==> src/rtl/predictPkg.sv <==
package predictPkg;

    // Instruction slot inside a fetch block
    localparam int OFFS_W = 2;

    // Slot of the final instruction in a block
    localparam logic [OFFS_W-1:0] SLOT_LAST = 2'd3;

    // PC bit where the slot field starts, below it sit the byte bits
    localparam int SLOT_LSB = 2;

    // BTB index starts right above the slot field, the tag above the index
    localparam int IDX_LSB = SLOT_LSB + OFFS_W;

endpackage

==> src/rtl/fetchPkg.sv <==
package fetchPkg;

    // Program counter width
    localparam int PC_W = 32;

    // One fetch block holds four 4-byte instructions
    localparam int BLOCK_BYTES = 16;

    // Frontend controller states
    typedef enum logic [1:0] {
        // Fetching normally
        RUN      = 2'd0,
        // Parked by a decode redirect until an interrupt shows up
        WAIT_IRQ = 2'd1,
        // Interrupt packet went out, waiting for the handler redirect
        IRQ_SENT = 2'd2
    } fetchState_t;

    // Fault carried with a fetched block
    typedef enum logic {
        FAULT_NONE = 1'b0,
        FAULT_IRQ  = 1'b1
    } fetchFault_t;

endpackage
==> src/rtl/instrFetch.sv <==
`timescale 1ns/10ps

module instrFetch #(
    parameter int          FETCH_ID_W  = 4,
    parameter int          BTB_ENTRIES = 16,
    parameter logic [31:0] ENTRY_PC    = 32'h0000_1000
) (
    input  logic                          clk,
    input  logic                          rst,
    input  logic                          en,
    input  logic                          ready,
    input  logic                          irqPending,
    input  logic                          exValid,
    input  logic [FETCH_ID_W-1:0]         exFetchId,
    input  logic [fetchPkg::PC_W-1:0]     exTarget,
    input  logic                          decValid,
    input  logic [FETCH_ID_W-1:0]         decFetchId,
    input  logic [fetchPkg::PC_W-1:0]     decTarget,
    input  logic                          decWfi,
    input  logic [FETCH_ID_W-1:0]         comFetchId,
    input  logic                          btbWrValid,
    input  logic [fetchPkg::PC_W-1:0]     btbWrPc,
    input  logic [fetchPkg::PC_W-1:0]     btbWrTarget,
    input  logic [FETCH_ID_W-1:0]         rdAddr0,
    input  logic [FETCH_ID_W-1:0]         rdAddr1,
    output logic [fetchPkg::PC_W-1:0]     rdData0,
    output logic [fetchPkg::PC_W-1:0]     rdData1,
    output logic                          outValid,
    output logic [fetchPkg::PC_W-1:0]     outPc,
    output logic [FETCH_ID_W-1:0]         outFetchId,
    output logic [predictPkg::OFFS_W-1:0] outLastSlot,
    output logic [fetchPkg::PC_W-1:0]     outPredTarget,
    output fetchPkg::fetchFault_t         outFault
);

    localparam logic [fetchPkg::PC_W-1:0] BLOCK_SIZE = fetchPkg::BLOCK_BYTES;

    logic [fetchPkg::PC_W-1:0]     pc;
    logic [fetchPkg::PC_W-1:0]     nextBlockPc;
    logic                          fetchAllow;
    logic                          irqFetch;
    fetchPkg::fetchState_t         ctrlState;
    logic [FETCH_ID_W-1:0]         fetchId;
    logic                          idFull;
    logic                          btbHit;
    logic [predictPkg::OFFS_W-1:0] btbSlot;
    logic [fetchPkg::PC_W-1:0]     btbTarget;

    // Start of the following aligned block
    assign nextBlockPc = (pc & ~(BLOCK_SIZE - 1'b1)) + BLOCK_SIZE;

    fetchCtrl ctrl (
        .clk        (clk),
        .rst        (rst),
        .en         (en),
        .ready      (ready),
        .irqPending (irqPending),
        .exValid    (exValid),
        .decValid   (decValid),
        .decWfi     (decWfi),
        .idFull     (idFull),
        .fetchAllow (fetchAllow),
        .irqFetch   (irqFetch),
        .state      (ctrlState)
    );

    fetchIdAlloc #(.FETCH_ID_W(FETCH_ID_W)) idAlloc (
        .clk        (clk),
        .rst        (rst),
        .issue      (fetchAllow),
        .exValid    (exValid),
        .decValid   (decValid),
        .exFetchId  (exFetchId),
        .decFetchId (decFetchId),
        .comFetchId (comFetchId),
        .fetchId    (fetchId),
        .idFull     (idFull)
    );

    branchTargetBuffer #(.BTB_ENTRIES(BTB_ENTRIES)) btb (
        .clk       (clk),
        .rst       (rst),
        .wrValid   (btbWrValid),
        .lookupPc  (pc),
        .wrPc      (btbWrPc),
        .wrTarget  (btbWrTarget),
        .hit       (btbHit),
        .hitSlot   (btbSlot),
        .hitTarget (btbTarget)
    );

    pcFile #(.FETCH_ID_W(FETCH_ID_W)) pcf (
        .clk     (clk),
        .wrEn    (fetchAllow),
        .wrAddr  (fetchId),
        .wrData  (pc),
        .rdAddr0 (rdAddr0),
        .rdAddr1 (rdAddr1),
        .rdData0 (rdData0),
        .rdData1 (rdData1)
    );

    always_ff @(posedge clk) begin
        if (rst) begin
            pc <= ENTRY_PC;
        end else if (exValid) begin
            pc <= exTarget;
        end else if (decValid) begin
            pc <= decTarget;
        end else if (fetchAllow && !irqFetch) begin
            // Every BTB hit counts as taken
            pc <= btbHit ? btbTarget : nextBlockPc;
        end
    end

    always_ff @(posedge clk) begin
        if (rst) begin
            outValid <= 1'b0;
        end else begin
            outValid <= fetchAllow;
        end
    end

    always_ff @(posedge clk) begin
        if (fetchAllow) begin
            outPc      <= pc;
            outFetchId <= fetchId;
            if (irqFetch) begin
                // Interrupt packet, no prediction attached
                outFault      <= fetchPkg::FAULT_IRQ;
                outLastSlot   <= predictPkg::SLOT_LAST;
                outPredTarget <= pc;
            end else begin
                outFault      <= fetchPkg::FAULT_NONE;
                outLastSlot   <= btbHit ? btbSlot : predictPkg::SLOT_LAST;
                outPredTarget <= btbHit ? btbTarget : nextBlockPc;
            end
        end
    end

    irqParksFetch: assert property (
        @(posedge clk) disable iff (rst)
        irqFetch |=> (ctrlState == fetchPkg::IRQ_SENT) && (pc == $past(pc))
    );

endmodule

==> src/rtl/pcFile.sv <==
`timescale 1ns/10ps

module pcFile #(
    parameter int FETCH_ID_W = 4
) (
    input  logic                      clk,
    input  logic                      wrEn,
    input  logic [FETCH_ID_W-1:0]     wrAddr,
    input  logic [fetchPkg::PC_W-1:0] wrData,
    input  logic [FETCH_ID_W-1:0]     rdAddr0,
    input  logic [FETCH_ID_W-1:0]     rdAddr1,
    output logic [fetchPkg::PC_W-1:0] rdData0,
    output logic [fetchPkg::PC_W-1:0] rdData1
);

    localparam int DEPTH = 2 ** FETCH_ID_W;

    logic [fetchPkg::PC_W-1:0] mem [DEPTH];

    // Reads see the value from before a same-cycle write
    always_ff @(posedge clk) begin
        if (wrEn) begin
            mem[wrAddr] <= wrData;
        end
        rdData0 <= mem[rdAddr0];
        rdData1 <= mem[rdAddr1];
    end

endmodule

==> src/rtl/branchTargetBuffer.sv <==
`timescale 1ns/10ps

module branchTargetBuffer #(
    parameter int BTB_ENTRIES = 16
) (
    input  logic                          clk,
    input  logic                          rst,
    input  logic                          wrValid,
    input  logic [fetchPkg::PC_W-1:0]     lookupPc,
    input  logic [fetchPkg::PC_W-1:0]     wrPc,
    input  logic [fetchPkg::PC_W-1:0]     wrTarget,
    output logic                          hit,
    output logic [predictPkg::OFFS_W-1:0] hitSlot,
    output logic [fetchPkg::PC_W-1:0]     hitTarget
);

    localparam int IDX_W   = $clog2(BTB_ENTRIES);
    localparam int TAG_LSB = predictPkg::IDX_LSB + IDX_W;
    localparam int TAG_W   = fetchPkg::PC_W - TAG_LSB;

    logic [BTB_ENTRIES-1:0]          entryValid;
    logic [TAG_W-1:0]                entryTag    [BTB_ENTRIES];
    logic [predictPkg::OFFS_W-1:0]   entrySlot   [BTB_ENTRIES];
    logic [fetchPkg::PC_W-1:0]       entryTarget [BTB_ENTRIES];

    logic [IDX_W-1:0]                lookupIdx;
    logic [TAG_W-1:0]                lookupTag;
    logic [predictPkg::OFFS_W-1:0]   lookupSlot;
    logic [IDX_W-1:0]                wrIdx;

    assign lookupIdx  = lookupPc[predictPkg::IDX_LSB +: IDX_W];
    assign lookupTag  = lookupPc[TAG_LSB +: TAG_W];
    assign lookupSlot = lookupPc[predictPkg::SLOT_LSB +: predictPkg::OFFS_W];
    assign wrIdx      = wrPc[predictPkg::IDX_LSB +: IDX_W];

    // A branch before the entry point of the block was already passed
    assign hit = entryValid[lookupIdx]
              && (entryTag[lookupIdx] == lookupTag)
              && (entrySlot[lookupIdx] >= lookupSlot);
    assign hitSlot   = entrySlot[lookupIdx];
    assign hitTarget = entryTarget[lookupIdx];

    always_ff @(posedge clk) begin
        if (rst) begin
            entryValid <= '0;
        end else if (wrValid) begin
            entryValid[wrIdx] <= 1'b1;
        end
    end

    always_ff @(posedge clk) begin
        if (wrValid) begin
            entryTag[wrIdx]    <= wrPc[TAG_LSB +: TAG_W];
            entrySlot[wrIdx]   <= wrPc[predictPkg::SLOT_LSB +: predictPkg::OFFS_W];
            entryTarget[wrIdx] <= wrTarget;
        end
    end

endmodule

==> src/rtl/fetchIdAlloc.sv <==
`timescale 1ns/10ps

module fetchIdAlloc #(
    parameter int FETCH_ID_W = 4
) (
    input  logic                  clk,
    input  logic                  rst,
    input  logic                  issue,
    input  logic                  exValid,
    input  logic                  decValid,
    input  logic [FETCH_ID_W-1:0] exFetchId,
    input  logic [FETCH_ID_W-1:0] decFetchId,
    input  logic [FETCH_ID_W-1:0] comFetchId,
    output logic [FETCH_ID_W-1:0] fetchId,
    output logic                  idFull
);

    logic [FETCH_ID_W-1:0] inFlight;

    // Distance to the oldest uncommitted block wraps with the ID
    assign inFlight = fetchId - comFetchId;

    // One ID stays unused so full and empty can be told apart
    assign idFull = (inFlight == {FETCH_ID_W{1'b1}});

    always_ff @(posedge clk) begin
        if (rst) begin
            fetchId <= '0;
        end else if (exValid) begin
            fetchId <= exFetchId + 1'b1;
        end else if (decValid) begin
            fetchId <= decFetchId + 1'b1;
        end else if (issue) begin
            fetchId <= fetchId + 1'b1;
        end
    end

    noIssueWhenFull: assert property (
        @(posedge clk) disable iff (rst)
        idFull |-> !issue
    );

endmodule

==> src/rtl/fetchCtrl.sv <==
`timescale 1ns/10ps

module fetchCtrl (
    input  logic                  clk,
    input  logic                  rst,
    input  logic                  en,
    input  logic                  ready,
    input  logic                  irqPending,
    input  logic                  exValid,
    input  logic                  decValid,
    input  logic                  decWfi,
    input  logic                  idFull,
    output logic                  fetchAllow,
    output logic                  irqFetch,
    output fetchPkg::fetchState_t state
);

    logic redirect;

    assign redirect = exValid || decValid;

    assign fetchAllow = (state == fetchPkg::RUN) && en && ready && !redirect && !idFull;
    assign irqFetch   = fetchAllow && irqPending;

    always_ff @(posedge clk) begin
        if (rst) begin
            state <= fetchPkg::RUN;
        end else if (exValid) begin
            // Execute redirect always restarts fetch
            state <= fetchPkg::RUN;
        end else if (decValid) begin
            state <= decWfi ? fetchPkg::WAIT_IRQ : fetchPkg::RUN;
        end else begin
            case (state)
                fetchPkg::RUN: begin
                    if (irqFetch) begin
                        state <= fetchPkg::IRQ_SENT;
                    end
                end
                fetchPkg::WAIT_IRQ: begin
                    if (irqPending) begin
                        state <= fetchPkg::RUN;
                    end
                end
                fetchPkg::IRQ_SENT: begin
                    // Only a redirect gets us out of here
                    state <= fetchPkg::IRQ_SENT;
                end
                default: begin
                    state <= fetchPkg::RUN;
                end
            endcase
        end
    end

    stateLegal: assert property (
        @(posedge clk) disable iff (rst)
        state inside {fetchPkg::RUN, fetchPkg::WAIT_IRQ, fetchPkg::IRQ_SENT}
    );

    // A WFI decode redirect keeps fetch off in the following cycle
    wfiParksFetch: assert property (
        @(posedge clk) disable iff (rst)
        (decValid && decWfi && !exValid) |=> !fetchAllow
    );

endmodule

==> config.mk <==
export PLATFORM = sky130hd
export DESIGN_NAME = instrFetch
export DESIGN_NICKNAME = d
export VERILOG_FILES = /design/src/rtl/predictPkg.sv /design/src/rtl/fetchPkg.sv /design/src/rtl/instrFetch.sv /design/src/rtl/pcFile.sv /design/src/rtl/branchTargetBuffer.sv /design/src/rtl/fetchIdAlloc.sv /design/src/rtl/fetchCtrl.sv
export SDC_FILE = /design/constraint.sdc
export NUM_CORES = 1
export LEC_CHECK = 0
export BUFFER_PORTS_ARGS = -buffer_cell sky130_fd_sc_hd__buf_4
export CAP_MARGIN = 30
export CORE_MARGIN = 2
export CORE_UTILIZATION = 44
export CTS_CLUSTER_DIAMETER = 30
export CTS_CLUSTER_SIZE = 30
export DETAILED_ROUTE_END_ITERATION = 7
export GPL_TIMING_DRIVEN = 0
export PLACE_DENSITY = 0.63
export RECOVER_POWER = 50
export SKIP_LAST_GASP = 1
export SYNTH_ARGS = -nofsm -noshare
export SYNTH_HDL_FRONTEND = slang
export SYNTH_SLANG_ARGS = --single-unit
==> constraint.sdc <==
create_clock -name clk -period 9.2 [get_ports clk]
set_input_delay 0.46 -clock clk [delete_from_list [all_inputs] [get_ports clk]]
set_output_delay 0.46 -clock clk [all_outputs]
set_load 0.03 [all_outputs]
[After elaboration in Yosys (flattened, before gate mapping)]
Memory sizes are Yosys's and may differ from the RTL's. A register that Yosys moved wholly into a read port is not among the register bits.
Index checks and enable logic that the tools add are counted.
Operators by class
  reduce and logical (&&, ||, !) cells: 19
  $add $sub $neg: 5
  mux-type cells: 28
  $lt $le $gt $ge: 4
  bitwise logic cells: 2
  equality and inequality tests: 6
Operator list (count)
  $mux W32: 5
  $mux W4: 9
  $add A32 B5 Y32 const B: 1
  $eq A24 B24 Y1: 1
  $or A16 B16 Y16: 1
  $add A4 B1 Y4 const B: 3
  $lt A4 B5 Y1 const B: 2
  $logic_and A1 B1 Y1: 9
  $mux W1: 8
  $mux W2: 3
  $ne A3 B3 Y1 const B: 2
  $pmux W2 S3: 1
  $reduce_bool A3 Y1: 2
  $bmux W1 S4: 1
  $demux W1 S4: 1
  $eq A4 B4 Y1 const B: 1
  $ge A4 B1 Y1 const B: 1
  $reduce_or A2 Y1: 2
  $sub A4 B4 Y4: 1
  $logic_not A1 Y1: 3
  $eq A2 B1 Y1 const B: 1
  $eq A2 B2 Y1 const B: 1
  $ge A2 B2 Y1: 1
  $logic_not A2 Y1: 1
  other kinds (3): 3
Word-level totals
  flip-flop bits (word level): 126
  word-level logic and storage cells: 78
  input bits: 157
  bits in writable memories: 1440
  memories kept: 4
  output and inout port bits: 136
Memories
  btb.entryTarget: words 16, bits a word 32, rd ports 1, clocked after memory_dff 1, wr ports 1, line branchTargetBuffer.sv:24  | logic [fetchPkg::PC_W-1:0] entryTarget [BTB_ENTRIES];
  pcf.mem: words 16, bits a word 32, rd ports 2, clocked after memory_dff 2, wr ports 1, line pcFile.sv:18  | logic [fetchPkg::PC_W-1:0] mem [DEPTH];
  btb.entryTag: words 16, bits a word 24, rd ports 1, clocked after memory_dff 1, wr ports 1, line branchTargetBuffer.sv:22  | logic [TAG_W-1:0] entryTag [BTB_ENTRIES];
  btb.entrySlot: words 16, bits a word 2, rd ports 1, clocked after memory_dff 1, wr ports 1, line branchTargetBuffer.sv:23  | logic [predictPkg::OFFS_W-1:0] entrySlot [BTB_ENTRIES];

[Logic depth before layout (Yosys ltp)]
  word-level depth: 13
  depth in mapped cells: 22
  depth with buffers taken out: 13

[Modules after synthesis]
A second synthesis with hierarchy kept.
Second synthesis, totals
  cells, all modules: 3302
  area total of the unflattened synthesis: 66563.8 um^2
Modules (own cells, without submodules)
  branchTargetBuffer: times used 1, cells an instance 1494, seq. area each 28187.0 um^2, area an instance 36145.9 um^2
  pcFile: times used 1, cells an instance 1141, seq. area each 16656.0 um^2, area an instance 24188.2 um^2
  instrFetch: times used 1, cells an instance 608, seq. area each 2792.7 um^2, area an instance 5701.7 um^2
  fetchIdAlloc: times used 1, cells an instance 47, seq. area each 80.1 um^2, area an instance 425.4 um^2
  fetchCtrl: times used 1, cells an instance 12, seq. area each 40.0 um^2, area an instance 102.6 um^2

[Worst setup path before layout]
OpenSTA, ideal clock, no wires.
  kind: input port to flip-flop
  start: input port comFetchId[1]
  end: memory pcf.mem[2][0] (netlist name) (enable)
  path slack: 3.222 ns
  cell stages on the path: 9
  arrival time: 5.517 ns
  path buffers: 0
  required time: 8.739 ns
  path through: inv_1 > ha_1 > a21o_1 > a21o_1 > xnor2_1 > o21ai_1 > inv_1 > nand3_1 > nor3_1
Between the ends
  cells in the longest elaborated chain, start to end: 6
RTL lines
  start, declared: line instrFetch.sv:20  | input logic [FETCH_ID_W-1:0] comFetchId,
  $sub A4 B4 Y4: line fetchIdAlloc.sv:21  | assign inFlight = fetchId - comFetchId;
  $eq A4 B4 Y1: line fetchIdAlloc.sv:24  | assign idFull = (inFlight == {FETCH_ID_W{1'b1}});
  $logic_not A1 Y1: line fetchCtrl.sv:22  | assign fetchAllow = (state == fetchPkg::RUN) && en && ready && !redirect && !idFull;
  $logic_and A1 B1 Y1: line fetchCtrl.sv:22
  via ctrl.fetchAllow: line fetchCtrl.sv:13  | output logic fetchAllow,
  $mux W1: line pcFile.sv:22  | if (wrEn) begin
  $mux W1 (not written as such): line pcFile.sv:23  | mem[wrAddr] <= wrData;
  end, declared: line pcFile.sv:18
The timed path passes the listed nets, and every way through them passes these cells.

==> run_results.csv <==
group,metric,value,unit
outcome,status,"finished, violations left",
outcome,violations,"capacitance limit, slew limit",
timing,setup_viol,0,
floorplan,dieArea,154000,um^2
timing,period_share,78.30,%
floorplan,initial_core_util,44.32,%
floorplan,fp-row-count,142,
setup_path,critical_path_arrival,7.76,ns
timing,slew_violations,72,
pwr,ir_drop,0.1900,mV
detailed_routing,wl_met1,78.29,mm
detailed_routing,via_per_inst,6.066,
place,post-place-ws,2.241,ns
yosys,synth_nets,3293,
setup_path,critPathCaptureType,"register",
timing,fmax,138.8,MHz
clock_network,clk_pin_slew,0.05,ns
finish,syn2layout_area_growth,28.73,%
place,place_area,73760,um^2
timing,worst_pin_slew,2.140,ns
setup_path,worstPathMaxFanout,10,
finish,postLayoutCoreUtil,57.05,%
grt,antenna_found_initial,18,
detailed_routing,vias,38170,
grt,grt_start_max_net_pins,41,
place,gp_congestion,0.9539,
finish,final_layout_size_suffix_gt1_share,35.95,%
setup_path,slowest_stage,"o21ai_0",
detailed_routing,dr.pass1.iters,6,
floorplan,core,149800,um^2
pwr,powerDensity,255.8,nW/um^2
yosys,syn_inst,3128,
yosys,seq_area_frac_synth,72.07,%
detailed_routing,dr_wl_met2,94.25,mm
setup_path,critPathKind,"register to register",
floorplan,die_x,392.4,um
setup_path,cpPeakStageDelay,0.76,ns
setup_path,worstPathCellList,"buf_2 -> buf_2 -> buf_2 -> buf_2 -> buf_2 -> clkbuf_1 -> clkbuf_1 -> mux4_2 -> inv_1 -> ha_1 -> nand2b_1 -> a21oi_1 -> a211o_1 -> a21oi_1 -> nand4_1 -> nor4_4 -> nand3_2 -> buf_2 -> mux2i_1 -> o21ai_0",
grt,grt_pass1_vias,38280,
timing,hold_violations,0,
timing,clock_skew,0.07460,ns
place,hpwl,139.0,mm
floorplan,die_h,392.4,um
detailed_routing,dr.max_layer_used,"met5",
setup_path,cp_num_buf_inv,9,
yosys,async_flop_share,0,%
yosys,syn_avg_cell_area,21.22,um^2
yosys,synth_edf_count,1511,
hold_path,hold_class,"input pin to register",
detailed_routing,ant_nets,0,
detailed_routing,wire_per_inst,32.85,um
grt,grt_util_all_layers,26.97,%
detailed_routing,drc,0,
place,port_buffers,282,
clock_network,clockRootBuffer,"clkbuf_16",
yosys,synth_seq_cells,1634,
timing,relSlewSlack,-43.20,%
floorplan,io_pins,293,
yosys,synthesis.area,66380,um^2
detailed_routing,met3WireLength,26.90,mm
clock_network,cts_tree,"yes",
timing,rsz0062_at_grt,"false",
timing,finalWorstSetupSlack,1.996,ns
timing,fin_crit,7.204,ns
yosys,synth_cell_type_count,67,
run,drv_cap,6,
clock_network,worstSkewPairLatency,0.92,ns
setup_path,crit_top_cell,"buf_2",
detailed_routing,drt_iter0_drc,5187,
setup_path,cp_data_required_time,9.75,ns
clock_network,cts_max_level,5,
finish,final_cell_area,85440,um^2
grt,grt_overflow,0,
clock_network,cts_sinks,1634,
setup_path,critical-path-top-delay-family,"buffers and inverters",
clock_network,clockBufferDepth,4,
clock_network,ctsResizeCount,0,
finish,final_nets,4168,
yosys,synth_warnings,0,
yosys,yosys_most_used_dff,"edfxtp_1",
grt,grt_pass1_wl,287.1,mm
clock_network,cts_inserted_buffers,337,
detailed_routing,finalWirelength,206.7,mm
setup_path,start_kind,"register",
pwr,p_leak,28.78,nW
## worst reg2reg max path: cells and delay by family (launching register included)
family          cells  cell delay, ns
buf+inv             9            3.58
flops               1            0.31
compound gates      4            1.25
fa+ha+maj           1            0.26
mux                 2            0.54
simple gates        4            0.95
## power by group
group | internal, W | switching, W
clock network | 0.00809 | 0.00386
registers | 0.00831 | 0.000100
logic | 0.000611 | 0.000888
total | 0.0170 | 0.00485
## registers in the layout (all words and copies together), names as in the netlist, 2 cells and up, named ones only
register and flops:
btb.entrySlot 32, btb.entryTag 384, btb.entryTarget 512, btb.entryValid 16, ctrl.state 2, idAlloc.fetchId 4
outFetchId 4, outLastSlot 2, outPc 32, outPredTarget 32, pc 32, pcf.mem 512
pcf.rdData0 32, pcf.rdData1 32
## cells in the mapped netlist (all sizes together), types with 6 or more instances
| library cell | n | area share [%] |
|---|---|---|
| a221oi | 14 | 0.18 |
| or3 | 6 | 0.057 |
| nand3 | 28 | 0.22 |
| clkbuf | 110 | 0.62 |
| and3 | 9 | 0.085 |
| nand2 | 68 | 0.38 |
| ha | 7 | 0.13 |
| mux2 | 11 | 0.19 |
| nand3b | 9 | 0.10 |
| edfxtp | 1511 | 68 |
| o32ai | 12 | 0.16 |
| nand2b | 11 | 0.10 |
| a22oi | 16 | 0.18 |
| xnor2 | 41 | 0.54 |
| xor2 | 11 | 0.15 |
| nor3 | 23 | 0.18 |
| nor2b | 26 | 0.25 |
| inv | 36 | 0.20 |
| mux2i | 111 | 1.7 |
| dfxtp | 123 | 3.7 |
| a21oi | 52 | 0.39 |
| o21ai | 36 | 0.27 |
| a21o | 6 | 0.068 |
| nor2 | 94 | 0.53 |
| o221ai | 15 | 0.20 |
| mux4 | 571 | 19 |
| buf | 92 | 0.74 |
| a2bb2oi | 6 | 0.079 |
| nand4 | 10 | 0.094 |
| o211ai | 7 | 0.079 |
## cell type report
class,count,area (um^2)
buffer,202,904.6
antenna,15,37.54
tap,2016,2522
timing repair buffer,536,5121
multi-input combinational,1256,17650
inverter,36,137.6
fill,10960,64330
clock inverter,203,2232
sequential,1634,47840
clock buffer,395,9005
## cells in the final DEF (no fill, tap or decap), drive strengths merged, types with 15 or more instances in the layout
cell type / count
xnor2: 41
a21oi: 52
nand3: 28
mux4: 571
clkinv: 114
nor2b: 26
a22oi: 16
dfxtp: 123
clkinvlp: 30
dlygate4sd3: 97
o21ai: 36
inv: 54
mux2i: 111
edfxtp: 1511
bufinv: 41
clkbuf: 591
diode: 15
o221ai: 15
nor2: 94
nor3: 23
buf: 445
nand2: 68
## metal layers
layer  vias up  track usage, %
li1      15130               -
met1     20020           36.55
met2      2585           40.64
met3       428           9.457
met4         8           9.343
met5         -               0
## worst paths after layout
path	startpoint	end	slack [ns]	cells past startpoint
setup / recovery	register	outPredTarget[13]	2.00	20
setup reg to reg	register	outPredTarget[13]	2.00	20
hold reg to reg	idAlloc.fetchId[3]	outFetchId[3]	0.42	0
hold / removal	decTarget[24]	pc[24]	0.06	3
## stage by stage
step / cells / hold slack, ns / total power (W) / TNS, ns
floorplan: 3128 / 0.4064 / 0.009305 / 0
global placement: 5426 / 0.4196 / 0.009926 / -1027.04
detailed placement: 5575 / 0.4175 / 0.01001 / 0
CTS: 6270 / 0.002569 / 0.02196 / 0
global route: 6288 / 0.03842 / 0.02237 / 0
finish: 6293 / 0.05578 / 0.02186 / 0
## timing repair
item | 4_1_cts | 5_1_grt
hold buffers | 97 | 0
endpoints found under the hold margin | 959 | 0
buffers inserted | 0 | 0
## logic make-up (layout without fill, tap and decap cells)
logic type                 count (synthesis)  after routing  synth area share [%]
AOI/OAI and AO/OA                        199            199                 2.019
buffers and inverters                    238           1372                 1.566
muxes                                    693            693                 21.23
DFF                                     1634           1634                 72.07
and+or+nand+nor                          304            304                 2.264
adders and majority gates                  8              8                0.1621
other                                      0             15                     0
xor gates and xnor gates                  52             52                0.6861
(Power assumes the default switching activity.)
